File: config.mk
export PLATFORM = sky130hd
export DESIGN_NAME = dds_lab_top
export DESIGN_NICKNAME = d
export VERILOG_FILES = /design/src/dds_pkg.sv /design/src/lab_control.sv /design/src/lfsr_bit_source.sv /design/src/dds_waveform.sv /design/src/shift_keyer.sv /design/src/dds_lab_top.sv
export SDC_FILE = /design/constraint.sdc
export NUM_CORES = 1
export LEC_CHECK = 0
export BUFFER_PORTS_ARGS = -buffer_cell sky130_fd_sc_hd__buf_2
export CORE_MARGIN = 1
export CORE_UTILIZATION = 69
export CTS_BUF_LIST = sky130_fd_sc_hd__clkbuf_4
export DETAILED_ROUTE_END_ITERATION = 16
export GPL_TIMING_DRIVEN = 1
export PLACE_DENSITY = 0.89
export SETUP_SLACK_MARGIN = 0.02
export SYNTH_ARGS = -nofsm -noshare
export SYNTH_HDL_FRONTEND = slang
export SYNTH_HIERARCHICAL = 1
export SYNTH_SLANG_ARGS = --single-unit
File: constraint.sdc
create_clock -name CLK_25MHZ -period 7.2 [get_ports CLK_25MHZ]
set_input_delay 0.72 -clock CLK_25MHZ [delete_from_list [all_inputs] [get_ports CLK_25MHZ]]
set_output_delay 0.72 -clock CLK_25MHZ [all_outputs]
set_load 0.02 [all_outputs]
File: src/dds_pkg.sv
package dds_pkg;

   ////////////////////////////////////////////////////////////////////////////
   // widths that carry a meaning
   ////////////////////////////////////////////////////////////////////////////

   typedef logic [31:0]        phase_t;      // accumulator and tuning words
   typedef logic signed [11:0] sample_t;     // full scale +/-2047
   typedef logic [7:0]         scan_code_t;  // keyboard event code
   typedef logic [4:0]         lfsr_t;
   typedef logic [7:0]         held_keys_t;  // bit 0 is digit key 1

   typedef enum logic [1:0] {
      WAVE_SINE,
      WAVE_COSINE,
      WAVE_SQUARE,
      WAVE_SAW
   } wave_sel_t;

   typedef enum logic [1:0] {
      MOD_ASK,
      MOD_BPSK,
      MOD_FSK
   } mod_sel_t;

   ////////////////////////////////////////////////////////////////////////////
   // digit key events, make codes are ps/2 set 2
   ////////////////////////////////////////////////////////////////////////////

   localparam scan_code_t SC_MAKE_1  = 8'h16;
   localparam scan_code_t SC_MAKE_2  = 8'h1E;
   localparam scan_code_t SC_MAKE_3  = 8'h26;
   localparam scan_code_t SC_MAKE_4  = 8'h25;
   localparam scan_code_t SC_MAKE_5  = 8'h2E;
   localparam scan_code_t SC_MAKE_6  = 8'h36;
   localparam scan_code_t SC_MAKE_7  = 8'h3D;
   localparam scan_code_t SC_MAKE_8  = 8'h3E;

   // break events carry the make code with bit 7 set
   localparam scan_code_t SC_BREAK_1 = 8'h96;
   localparam scan_code_t SC_BREAK_2 = 8'h9E;
   localparam scan_code_t SC_BREAK_3 = 8'hA6;
   localparam scan_code_t SC_BREAK_4 = 8'hA5;
   localparam scan_code_t SC_BREAK_5 = 8'hAE;
   localparam scan_code_t SC_BREAK_6 = 8'hB6;
   localparam scan_code_t SC_BREAK_7 = 8'hBD;
   localparam scan_code_t SC_BREAK_8 = 8'hBE;

   ////////////////////////////////////////////////////////////////////////////
   // one sine period, round(2047 * sin(2*pi*i/64))
   ////////////////////////////////////////////////////////////////////////////

   localparam int SINE_ADDR_W = 6;

   localparam sample_t SINE_TABLE [64] = '{
          0,   201,   399,   594,   783,   965,  1137,  1299,
       1447,  1582,  1702,  1805,  1891,  1959,  2008,  2037,
       2047,  2037,  2008,  1959,  1891,  1805,  1702,  1582,
       1447,  1299,  1137,   965,   783,   594,   399,   201,
          0,  -201,  -399,  -594,  -783,  -965, -1137, -1299,
      -1447, -1582, -1702, -1805, -1891, -1959, -2008, -2037,
      -2047, -2037, -2008, -1959, -1891, -1805, -1702, -1582,
      -1447, -1299, -1137,  -965,  -783,  -594,  -399,  -201
   };

endpackage

File: src/lab_control.sv
`timescale 1ns/1ps
`default_nettype none

module lab_control #(
   parameter int unsigned SAMPLE_PERIOD = 70000
) (
   input  logic                CLK_25MHZ,
   input  logic                reset_from_key,
   input  logic                key_event_ready,
   input  dds_pkg::scan_code_t key_event,
   output dds_pkg::wave_sel_t  wave_sel,
   output dds_pkg::mod_sel_t   mod_sel,
   output dds_pkg::held_keys_t held_keys,
   output logic                sample_strobe
);

   localparam int NUM_KEYS = $bits(dds_pkg::held_keys_t);
   localparam int CNT_W    = (SAMPLE_PERIOD > 1) ? $clog2(SAMPLE_PERIOD) : 1;

   localparam dds_pkg::scan_code_t MAKE_CODES [NUM_KEYS] = '{
      dds_pkg::SC_MAKE_1, dds_pkg::SC_MAKE_2, dds_pkg::SC_MAKE_3, dds_pkg::SC_MAKE_4,
      dds_pkg::SC_MAKE_5, dds_pkg::SC_MAKE_6, dds_pkg::SC_MAKE_7, dds_pkg::SC_MAKE_8
   };
   localparam dds_pkg::scan_code_t BREAK_CODES [NUM_KEYS] = '{
      dds_pkg::SC_BREAK_1, dds_pkg::SC_BREAK_2, dds_pkg::SC_BREAK_3, dds_pkg::SC_BREAK_4,
      dds_pkg::SC_BREAK_5, dds_pkg::SC_BREAK_6, dds_pkg::SC_BREAK_7, dds_pkg::SC_BREAK_8
   };

   dds_pkg::held_keys_t make_hit;   // one-hot per digit, qualified by ready
   dds_pkg::held_keys_t break_hit;
   logic [CNT_W-1:0]    sample_cnt;

   ////////////////////////////////////////////////////////////////////////////
   // key event decode
   ////////////////////////////////////////////////////////////////////////////

   always_comb
   begin
      for (int i = 0; i < NUM_KEYS; i++)
      begin
         make_hit[i]  = key_event_ready && (key_event == MAKE_CODES[i]);
         break_hit[i] = key_event_ready && (key_event == BREAK_CODES[i]);
      end
   end

   always_ff @(posedge CLK_25MHZ)
   begin
      if (reset_from_key)
      begin
         held_keys <= '0;
         wave_sel  <= dds_pkg::WAVE_SINE;
         mod_sel   <= dds_pkg::MOD_ASK;
      end
      else
      begin
         held_keys <= (held_keys | make_hit) & ~break_hit;

         // digits 1..4 pick the waveform
         if (make_hit[0])      wave_sel <= dds_pkg::WAVE_SINE;
         else if (make_hit[1]) wave_sel <= dds_pkg::WAVE_COSINE;
         else if (make_hit[2]) wave_sel <= dds_pkg::WAVE_SQUARE;
         else if (make_hit[3]) wave_sel <= dds_pkg::WAVE_SAW;

         // digits 5..7 pick the keying, 8 is only tracked
         if (make_hit[4])      mod_sel <= dds_pkg::MOD_ASK;
         else if (make_hit[5]) mod_sel <= dds_pkg::MOD_BPSK;
         else if (make_hit[6]) mod_sel <= dds_pkg::MOD_FSK;
      end
   end

   ////////////////////////////////////////////////////////////////////////////
   // scope sample pacing
   ////////////////////////////////////////////////////////////////////////////

   always_ff @(posedge CLK_25MHZ)
   begin
      if (reset_from_key)
         sample_cnt <= '0;
      else if (sample_strobe)
         sample_cnt <= '0;
      else
         sample_cnt <= sample_cnt + 1'b1;
   end

   assign sample_strobe = (sample_cnt == CNT_W'(SAMPLE_PERIOD - 1));  // last count

   a_strobe_single : assert property (@(posedge CLK_25MHZ) disable iff (reset_from_key)
      sample_strobe |=> !sample_strobe);

endmodule

`default_nettype wire

File: src/lfsr_bit_source.sv
`timescale 1ns/1ps
`default_nettype none

module lfsr_bit_source #(
   parameter int unsigned BIT_PERIOD = 25000000
) (
   input  logic CLK_25MHZ,
   input  logic reset_from_key,
   output logic data_bit
);

   localparam int CNT_W = (BIT_PERIOD > 1) ? $clog2(BIT_PERIOD) : 1;

   logic [CNT_W-1:0] bit_cnt;
   logic             bit_step;   // last cycle of the bit period
   dds_pkg::lfsr_t   lfsr;

   assign bit_step = (bit_cnt == CNT_W'(BIT_PERIOD - 1));

   always_ff @(posedge CLK_25MHZ)
   begin
      if (reset_from_key)
         bit_cnt <= '0;
      else if (bit_step)
         bit_cnt <= '0;
      else
         bit_cnt <= bit_cnt + 1'b1;
   end

   // x^5 + x^3 + 1, 31 states before it repeats
   always_ff @(posedge CLK_25MHZ)
   begin
      if (reset_from_key)
         lfsr <= 5'b00001;
      else if (bit_step)
         lfsr <= {lfsr[3:0], lfsr[4] ^ lfsr[2]};
   end

   assign data_bit = lfsr[0];

   // the all zero state would lock the sequence
   a_lfsr_alive : assert property (@(posedge CLK_25MHZ) disable iff (reset_from_key)
      lfsr != '0);

endmodule

`default_nettype wire

File: src/dds_waveform.sv
`timescale 1ns/1ps
`default_nettype none

module dds_waveform #(
   parameter dds_pkg::phase_t CARRIER_INC = 32'd258,
   parameter dds_pkg::phase_t FSK_INC     = 32'd516
) (
   input  logic               CLK_25MHZ,
   input  logic               reset_from_key,
   input  dds_pkg::wave_sel_t wave_sel,
   input  dds_pkg::mod_sel_t  mod_sel,
   input  logic               data_bit,
   output dds_pkg::sample_t   carrier,
   output dds_pkg::sample_t   wave_out
);

   localparam int PHASE_W  = $bits(dds_pkg::phase_t);
   localparam int SAMPLE_W = $bits(dds_pkg::sample_t);
   localparam int ADDR_W   = dds_pkg::SINE_ADDR_W;

   localparam dds_pkg::sample_t FULL_SCALE = 2047;

   dds_pkg::phase_t  phase;
   dds_pkg::phase_t  tuning_word;
   logic [ADDR_W-1:0] sin_addr;
   logic [ADDR_W-1:0] cos_addr;
   dds_pkg::sample_t  sin_value;
   dds_pkg::sample_t  cos_value;
   dds_pkg::sample_t  square_value;
   dds_pkg::sample_t  saw_value;

   // fsk swaps the tuning word while the data bit is high
   assign tuning_word = (mod_sel == dds_pkg::MOD_FSK && data_bit) ? FSK_INC : CARRIER_INC;

   always_ff @(posedge CLK_25MHZ)
   begin
      if (reset_from_key)
         phase <= '0;
      else
         phase <= phase + tuning_word;
   end

   ////////////////////////////////////////////////////////////////////////////
   // waveform decodes from the current phase
   ////////////////////////////////////////////////////////////////////////////

   assign sin_addr  = phase[PHASE_W-1 -: ADDR_W];
   assign cos_addr  = sin_addr + ADDR_W'(16);   // quarter period ahead, wraps
   assign sin_value = dds_pkg::SINE_TABLE[sin_addr];
   assign cos_value = dds_pkg::SINE_TABLE[cos_addr];

   assign square_value = phase[PHASE_W-1] ? -FULL_SCALE : FULL_SCALE;

   // offset binary to two's complement
   assign saw_value = {~phase[PHASE_W-1], phase[PHASE_W-2 -: SAMPLE_W-1]};

   always_comb
   begin
      case (wave_sel)
         dds_pkg::WAVE_SINE:   wave_out = sin_value;
         dds_pkg::WAVE_COSINE: wave_out = cos_value;
         dds_pkg::WAVE_SQUARE: wave_out = square_value;
         default:              wave_out = saw_value;
      endcase
   end

   assign carrier = sin_value;

endmodule

`default_nettype wire

File: src/shift_keyer.sv
`timescale 1ns/1ps
`default_nettype none

module shift_keyer (
   input  logic              CLK_25MHZ,
   input  logic              reset_from_key,
   input  dds_pkg::mod_sel_t mod_sel,
   input  logic              data_bit,
   input  dds_pkg::sample_t  carrier,
   input  dds_pkg::sample_t  wave_out,
   input  logic              sample_strobe,
   output dds_pkg::sample_t  sig_sample,
   output dds_pkg::sample_t  mod_sample,
   output logic              sample_valid
);

   dds_pkg::sample_t mod_value;

   always_comb
   begin
      case (mod_sel)
         dds_pkg::MOD_ASK:  mod_value = data_bit ? carrier : '0;       // on/off
         dds_pkg::MOD_BPSK: mod_value = data_bit ? carrier : -carrier; // 180 deg flip
         default:           mod_value = carrier;  // fsk already shifted the phase step
      endcase
   end

   ////////////////////////////////////////////////////////////////////////////
   // scope trace registers
   ////////////////////////////////////////////////////////////////////////////

   always_ff @(posedge CLK_25MHZ)
   begin
      if (reset_from_key)
      begin
         sig_sample   <= '0;
         mod_sample   <= '0;
         sample_valid <= 1'b0;
      end
      else
      begin
         sample_valid <= sample_strobe;
         if (sample_strobe)
         begin
            sig_sample <= wave_out;
            mod_sample <= mod_value;
         end
      end
   end

   // a valid pulse never stretches into a second cycle
   a_valid_single : assert property (@(posedge CLK_25MHZ) disable iff (reset_from_key)
      sample_valid |=> !sample_valid);

endmodule

`default_nettype wire

File: src/dds_lab_top.sv
`timescale 1ns/1ps
`default_nettype none

module dds_lab_top #(
   parameter dds_pkg::phase_t CARRIER_INC   = 32'd258,
   parameter dds_pkg::phase_t FSK_INC       = 32'd516,
   parameter int unsigned     BIT_PERIOD    = 25000000,   // 1 hz data rate
   parameter int unsigned     SAMPLE_PERIOD = 70000
) (
   input  logic                CLK_25MHZ,
   input  logic                reset_from_key,
   input  logic                key_event_ready,
   input  dds_pkg::scan_code_t key_event,
   output dds_pkg::held_keys_t held_keys,
   output logic                data_bit,
   output dds_pkg::sample_t    sig_sample,
   output dds_pkg::sample_t    mod_sample,
   output logic                sample_valid
);

   dds_pkg::wave_sel_t wave_sel;
   dds_pkg::mod_sel_t  mod_sel;
   logic               sample_strobe;
   dds_pkg::sample_t   carrier;
   dds_pkg::sample_t   wave_out;

   lab_control #(
      .SAMPLE_PERIOD (SAMPLE_PERIOD)
   ) u_lab_control (
      .CLK_25MHZ       (CLK_25MHZ),
      .reset_from_key  (reset_from_key),
      .key_event_ready (key_event_ready),
      .key_event       (key_event),
      .wave_sel        (wave_sel),
      .mod_sel         (mod_sel),
      .held_keys       (held_keys),
      .sample_strobe   (sample_strobe)
   );

   lfsr_bit_source #(
      .BIT_PERIOD (BIT_PERIOD)
   ) u_lfsr_bit_source (
      .CLK_25MHZ      (CLK_25MHZ),
      .reset_from_key (reset_from_key),
      .data_bit       (data_bit)
   );

   dds_waveform #(
      .CARRIER_INC (CARRIER_INC),
      .FSK_INC     (FSK_INC)
   ) u_dds_waveform (
      .CLK_25MHZ      (CLK_25MHZ),
      .reset_from_key (reset_from_key),
      .wave_sel       (wave_sel),
      .mod_sel        (mod_sel),
      .data_bit       (data_bit),
      .carrier        (carrier),
      .wave_out       (wave_out)
   );

   shift_keyer u_shift_keyer (
      .CLK_25MHZ      (CLK_25MHZ),
      .reset_from_key (reset_from_key),
      .mod_sel        (mod_sel),
      .data_bit       (data_bit),
      .carrier        (carrier),
      .wave_out       (wave_out),
      .sample_strobe  (sample_strobe),
      .sig_sample     (sig_sample),
      .mod_sample     (mod_sample),
      .sample_valid   (sample_valid)
   );

endmodule

`default_nettype wire

==> summary.md <==
The tools report the data arrival time at the worst-slack endpoint as 4.58 ns. Capturing element of the worst setup path: u_shift_keyer/mod_sample[11]. After synthesis, the most frequently instantiated cells are nor2_1, dfxtp_1, a21oi_1, nand2_1, o21ai_0. The area of the placeable core is 10,420 um2. The number of levels the H-tree was split into is 4.

The fraction of layout cells with a size suffix above 1 was 0.1429. Share of the cycle needed by the critical path after routing: 0.5737. The most prevalent standard cell on the critical path is o21ai_0. The depth of the most critical reg-to-reg path was 11.

The tools report the synthesized netlist cell count as 921. Among all cell types in the netlist, the one instantiated most often is nor2_1. The die is 106.3 um wide. Yosys synthesis warning count: 6. The latest clock arrival within the worst-skew pair was 0.53 ns. After detailed routing, the average wire length per cell comes to 17.66 um. The synthesized area per cell is 8.144 um2, and the share of synthesized registers carrying an async set or reset is 0.

The run gives 92 as the number of distinct library cells after synthesis. Power comes to 1.170 mW. The count of buffers inserted at the top-level ports was 44. Beginning of the critical path: u_dds_waveform/phase[26]. After clock tree synthesis, the flow added hold-fix buffers numbering 0. Entering global routing, the biggest net connects 76 pins. The logs give 0.3069 for the register area share after synthesis and 242.1 MHz for the maximum operating frequency. The slew at the pin closest to its max-slew limit was 1.078 ns; the remaining max-slew budget at the tightest pin was 0.2715. In this run the remaining antenna-violating nets after routing total 0. The total overflow left after global routing is 0.

The startpoint identified for the worst register-to-register timing path is u_dds_waveform/phase[26]. The routed layout has 7,043 vias. The run gives 0 as the total DRC errors in the routed layout. Summed over all instances, the cell type with the most area after synthesis is dfxtp_1. Total number of placement rows: 37.

The first global-routing pass estimated 31.08 mm of wire. The worst setup path is of the flop to flop kind. The tools report the type of destination of the critical path as a flop.

The pre-antenna-repair detailed-routing pass consisted of 5 iterations. The HPWL after detailed placement is 12.95 mm. The sum of negative setup slack was 0 ns. Class of the tightest hold or removal check: flop to flop. The maximum VDD drop is 0.0001963 V, and the starting density of the core is 0.7201.

The via density per instance came out at 6.552. In this run the cell area of the synthesized design comes to 7501 um2. The number of flops mapped to enable cells by yosys was 0. Post-CTS repair changed the size of 0 cells. Setup repair after global routing left no endpoint under its margin.

Routability-driven placement finished with a final weighted congestion of 1.008. Wires add up to 18.99 mm. The number of buffers inserted during clock tree synthesis came out at 17.

The number of antenna violations at the first check in global routing was 1; the via count of the first global-routing pass was 6,529. The initial DRC count came out at 626. The number of endpoints with negative hold slack in the final report is 0. The biggest fanout along the worst timing path is 19.

The portion of synthesized cell area occupied by the leading cell type came out at 0.3069. The area growth from synthesis to layout is 5.304%. The number of synthesized register bits is 115. For the number of pins with negative max-slew slack in the final report, the log shows 0. The clock-pin slew reported for the worst setup and hold paths after clock tree synthesis is 0.10 ns. The cell area power density was 148.1 nW/um2; the number of nets in the layout was 951.

The number of failing setup endpoints in the final timing report is 0. STA classifies the critical path startpoint as a flop. The number of top-level pins came out at 45. The worst register-to-register path ends at u_shift_keyer/mod_sample[11]. For the number of max-cap violations, the log shows 0. CTS placed an instance of clkbuf_4 at the clock tree root. The maximum clock insertion buffer count was 2. The die covers 11,290 um2.

For the final database, setup skew stands at 0.01704 ns. The worst stage delay on the critical path was 0.77 ns; the required time at the endpoint of the critical path was 7.65 ns. Summed over all cells, the static leakage comes to 2.782 nW. The buffer count from post-CTS setup fixing is 0. After synthesis, the cell types taking the most area are dfxtp_1, nor2_1, xor2_1. For this design, the sink count on the clock tree is 115. For this design, the slowest cell found on the critical path is dfxtp_1.

The global router's overall resource usage was 0.3434; the die span in y was 106.3 um. The synthesized net count was 946. The clock period could shrink to 4.131 ns. The run finished with clean final reports. The setup slack of the worst register-to-register path came out at 3.07 ns.

The critical path goes through inv_1, ha_1, nor2b_1, o21ai_0, o31a_1, o21ai_0, o21ai_0, nor3_1, and3_1, or3_1, a311oi_2. Among all flip-flop cells after synthesis, the most frequent one is dfxtp_1. TritonCTS built the clock tree.
==> cells in the final DEF, fill, tap and decap left out, types with 18 or more instances in the layout <==
cell type    n
clkbuf_4    18
xor2_1      34
nand4_1     30
nor2_1     119
a21oi_1     59
o21ai_0     47
buf_2       44
nand3_1     27
xnor2_1     27
dfxtp_1    113
inv_1       20
nand2_1     57
mux2i_1     26
nor3_1      26
a211oi_1    19
==> power breakdown <==
group / internal, mW / switching, mW / leakage, nW / total (mW)
combinational: 0.0143 / 0.0269 / 1.71 / 0.0412
sequential: 0.642 / 0.00724 / 0.929 / 0.649
clock: 0.236 / 0.244 / 0.145 / 0.480
==> metrics by stage <==
stage	hold WS (ns)	instance area [um2]	util	setup WS, ns	cells
after floorplan	0.4372	7501	-	4.110	921
after global placement	0.4544	7619	0.7314	3.376	1043
after detailed placement	0.4694	7619	0.7314	3.184	1043
after CTS	0.4848	7896	0.7581	3.147	1074
after global routing	0.5118	7899	0.7583	2.720	1075
final	0.4840	7899	0.7583	3.069	1075
==> metal layers <==
layer  GRT usage  vias up  wire length [um]
met5           0        -                 0
met4      0.1815        0               616
met3     0.07235       41              1188
met2      0.5891      282              9479
met1      0.4004     3312              7701
li1            -     3408                 -
==> sequential cells by signal, summed over array words and instances, names as in the netlist <==
register,flops
u_lab_control/sample_cnt,17
u_lfsr_bit_source/lfsr,5
u_shift_keyer/mod_sample,12
u_lab_control/wave_sel,2
u_lfsr_bit_source/bit_cnt,25
u_lab_control/held_keys,8
u_shift_keyer/sig_sample,12
u_lab_control/mod_sel,2
u_shift_keyer/sample_valid,1
u_dds_waveform/phase,31
==> how the worst min path moves through the flow <==
stage	start	end	slack, ns	depth (start not counted)
after floorplan	u_lab_control/sample_cnt[0]	u_lab_control/sample_cnt[0]	0.44	1
after global placement	u_shift_keyer/mod_sample[0]	u_shift_keyer/mod_sample[0]	0.45	2
after detailed placement	u_lfsr_bit_source/lfsr[1]	u_lfsr_bit_source/lfsr[1]	0.47	2
after CTS	u_lfsr_bit_source/lfsr[1]	u_lfsr_bit_source/lfsr[1]	0.48	2
after global routing	u_shift_keyer/mod_sample[8]	u_shift_keyer/mod_sample[8]	0.51	2
final	u_shift_keyer/mod_sample[0]	u_shift_keyer/mod_sample[0]	0.48	2
==> cell type report <==
class | instances | area (um2)
multi-input combinational | 718 | 4788
fill | 768 | 2517
sequential | 115 | 2305
timing repair buffer | 50 | 265.3
tap | 136 | 170.2
clock inverter | 13 | 142.6
clock buffer | 18 | 135.1
inverter | 24 | 90.09
antenna | 1 | 2.502
==> critical path, delay by kind of cell (launching register included) <==
kind            cells  cell delay [ns]
simple gates        4             1.06
fa+ha+maj           1             0.50
flops               1             0.77
compound gates      5             1.45
buf+inv             1             0.27
==> logic make-up (layout without fill, tap and decap cells) <==
family,count (synthesis),after routing,share of synthesized area
AO/OA/AOI/OAI,219,219,0.1940
XOR/XNOR,61,61,0.07123
adder cells (fa/ha/maj),14,14,0.02435
buffers and inverters,88,105,0.05638
flip-flops,115,115,0.3069
multiplexers,44,44,0.06922
other,0,1,0
AND/OR/NAND/NOR,380,380,0.2779
(Power assumes the default switching activity.)
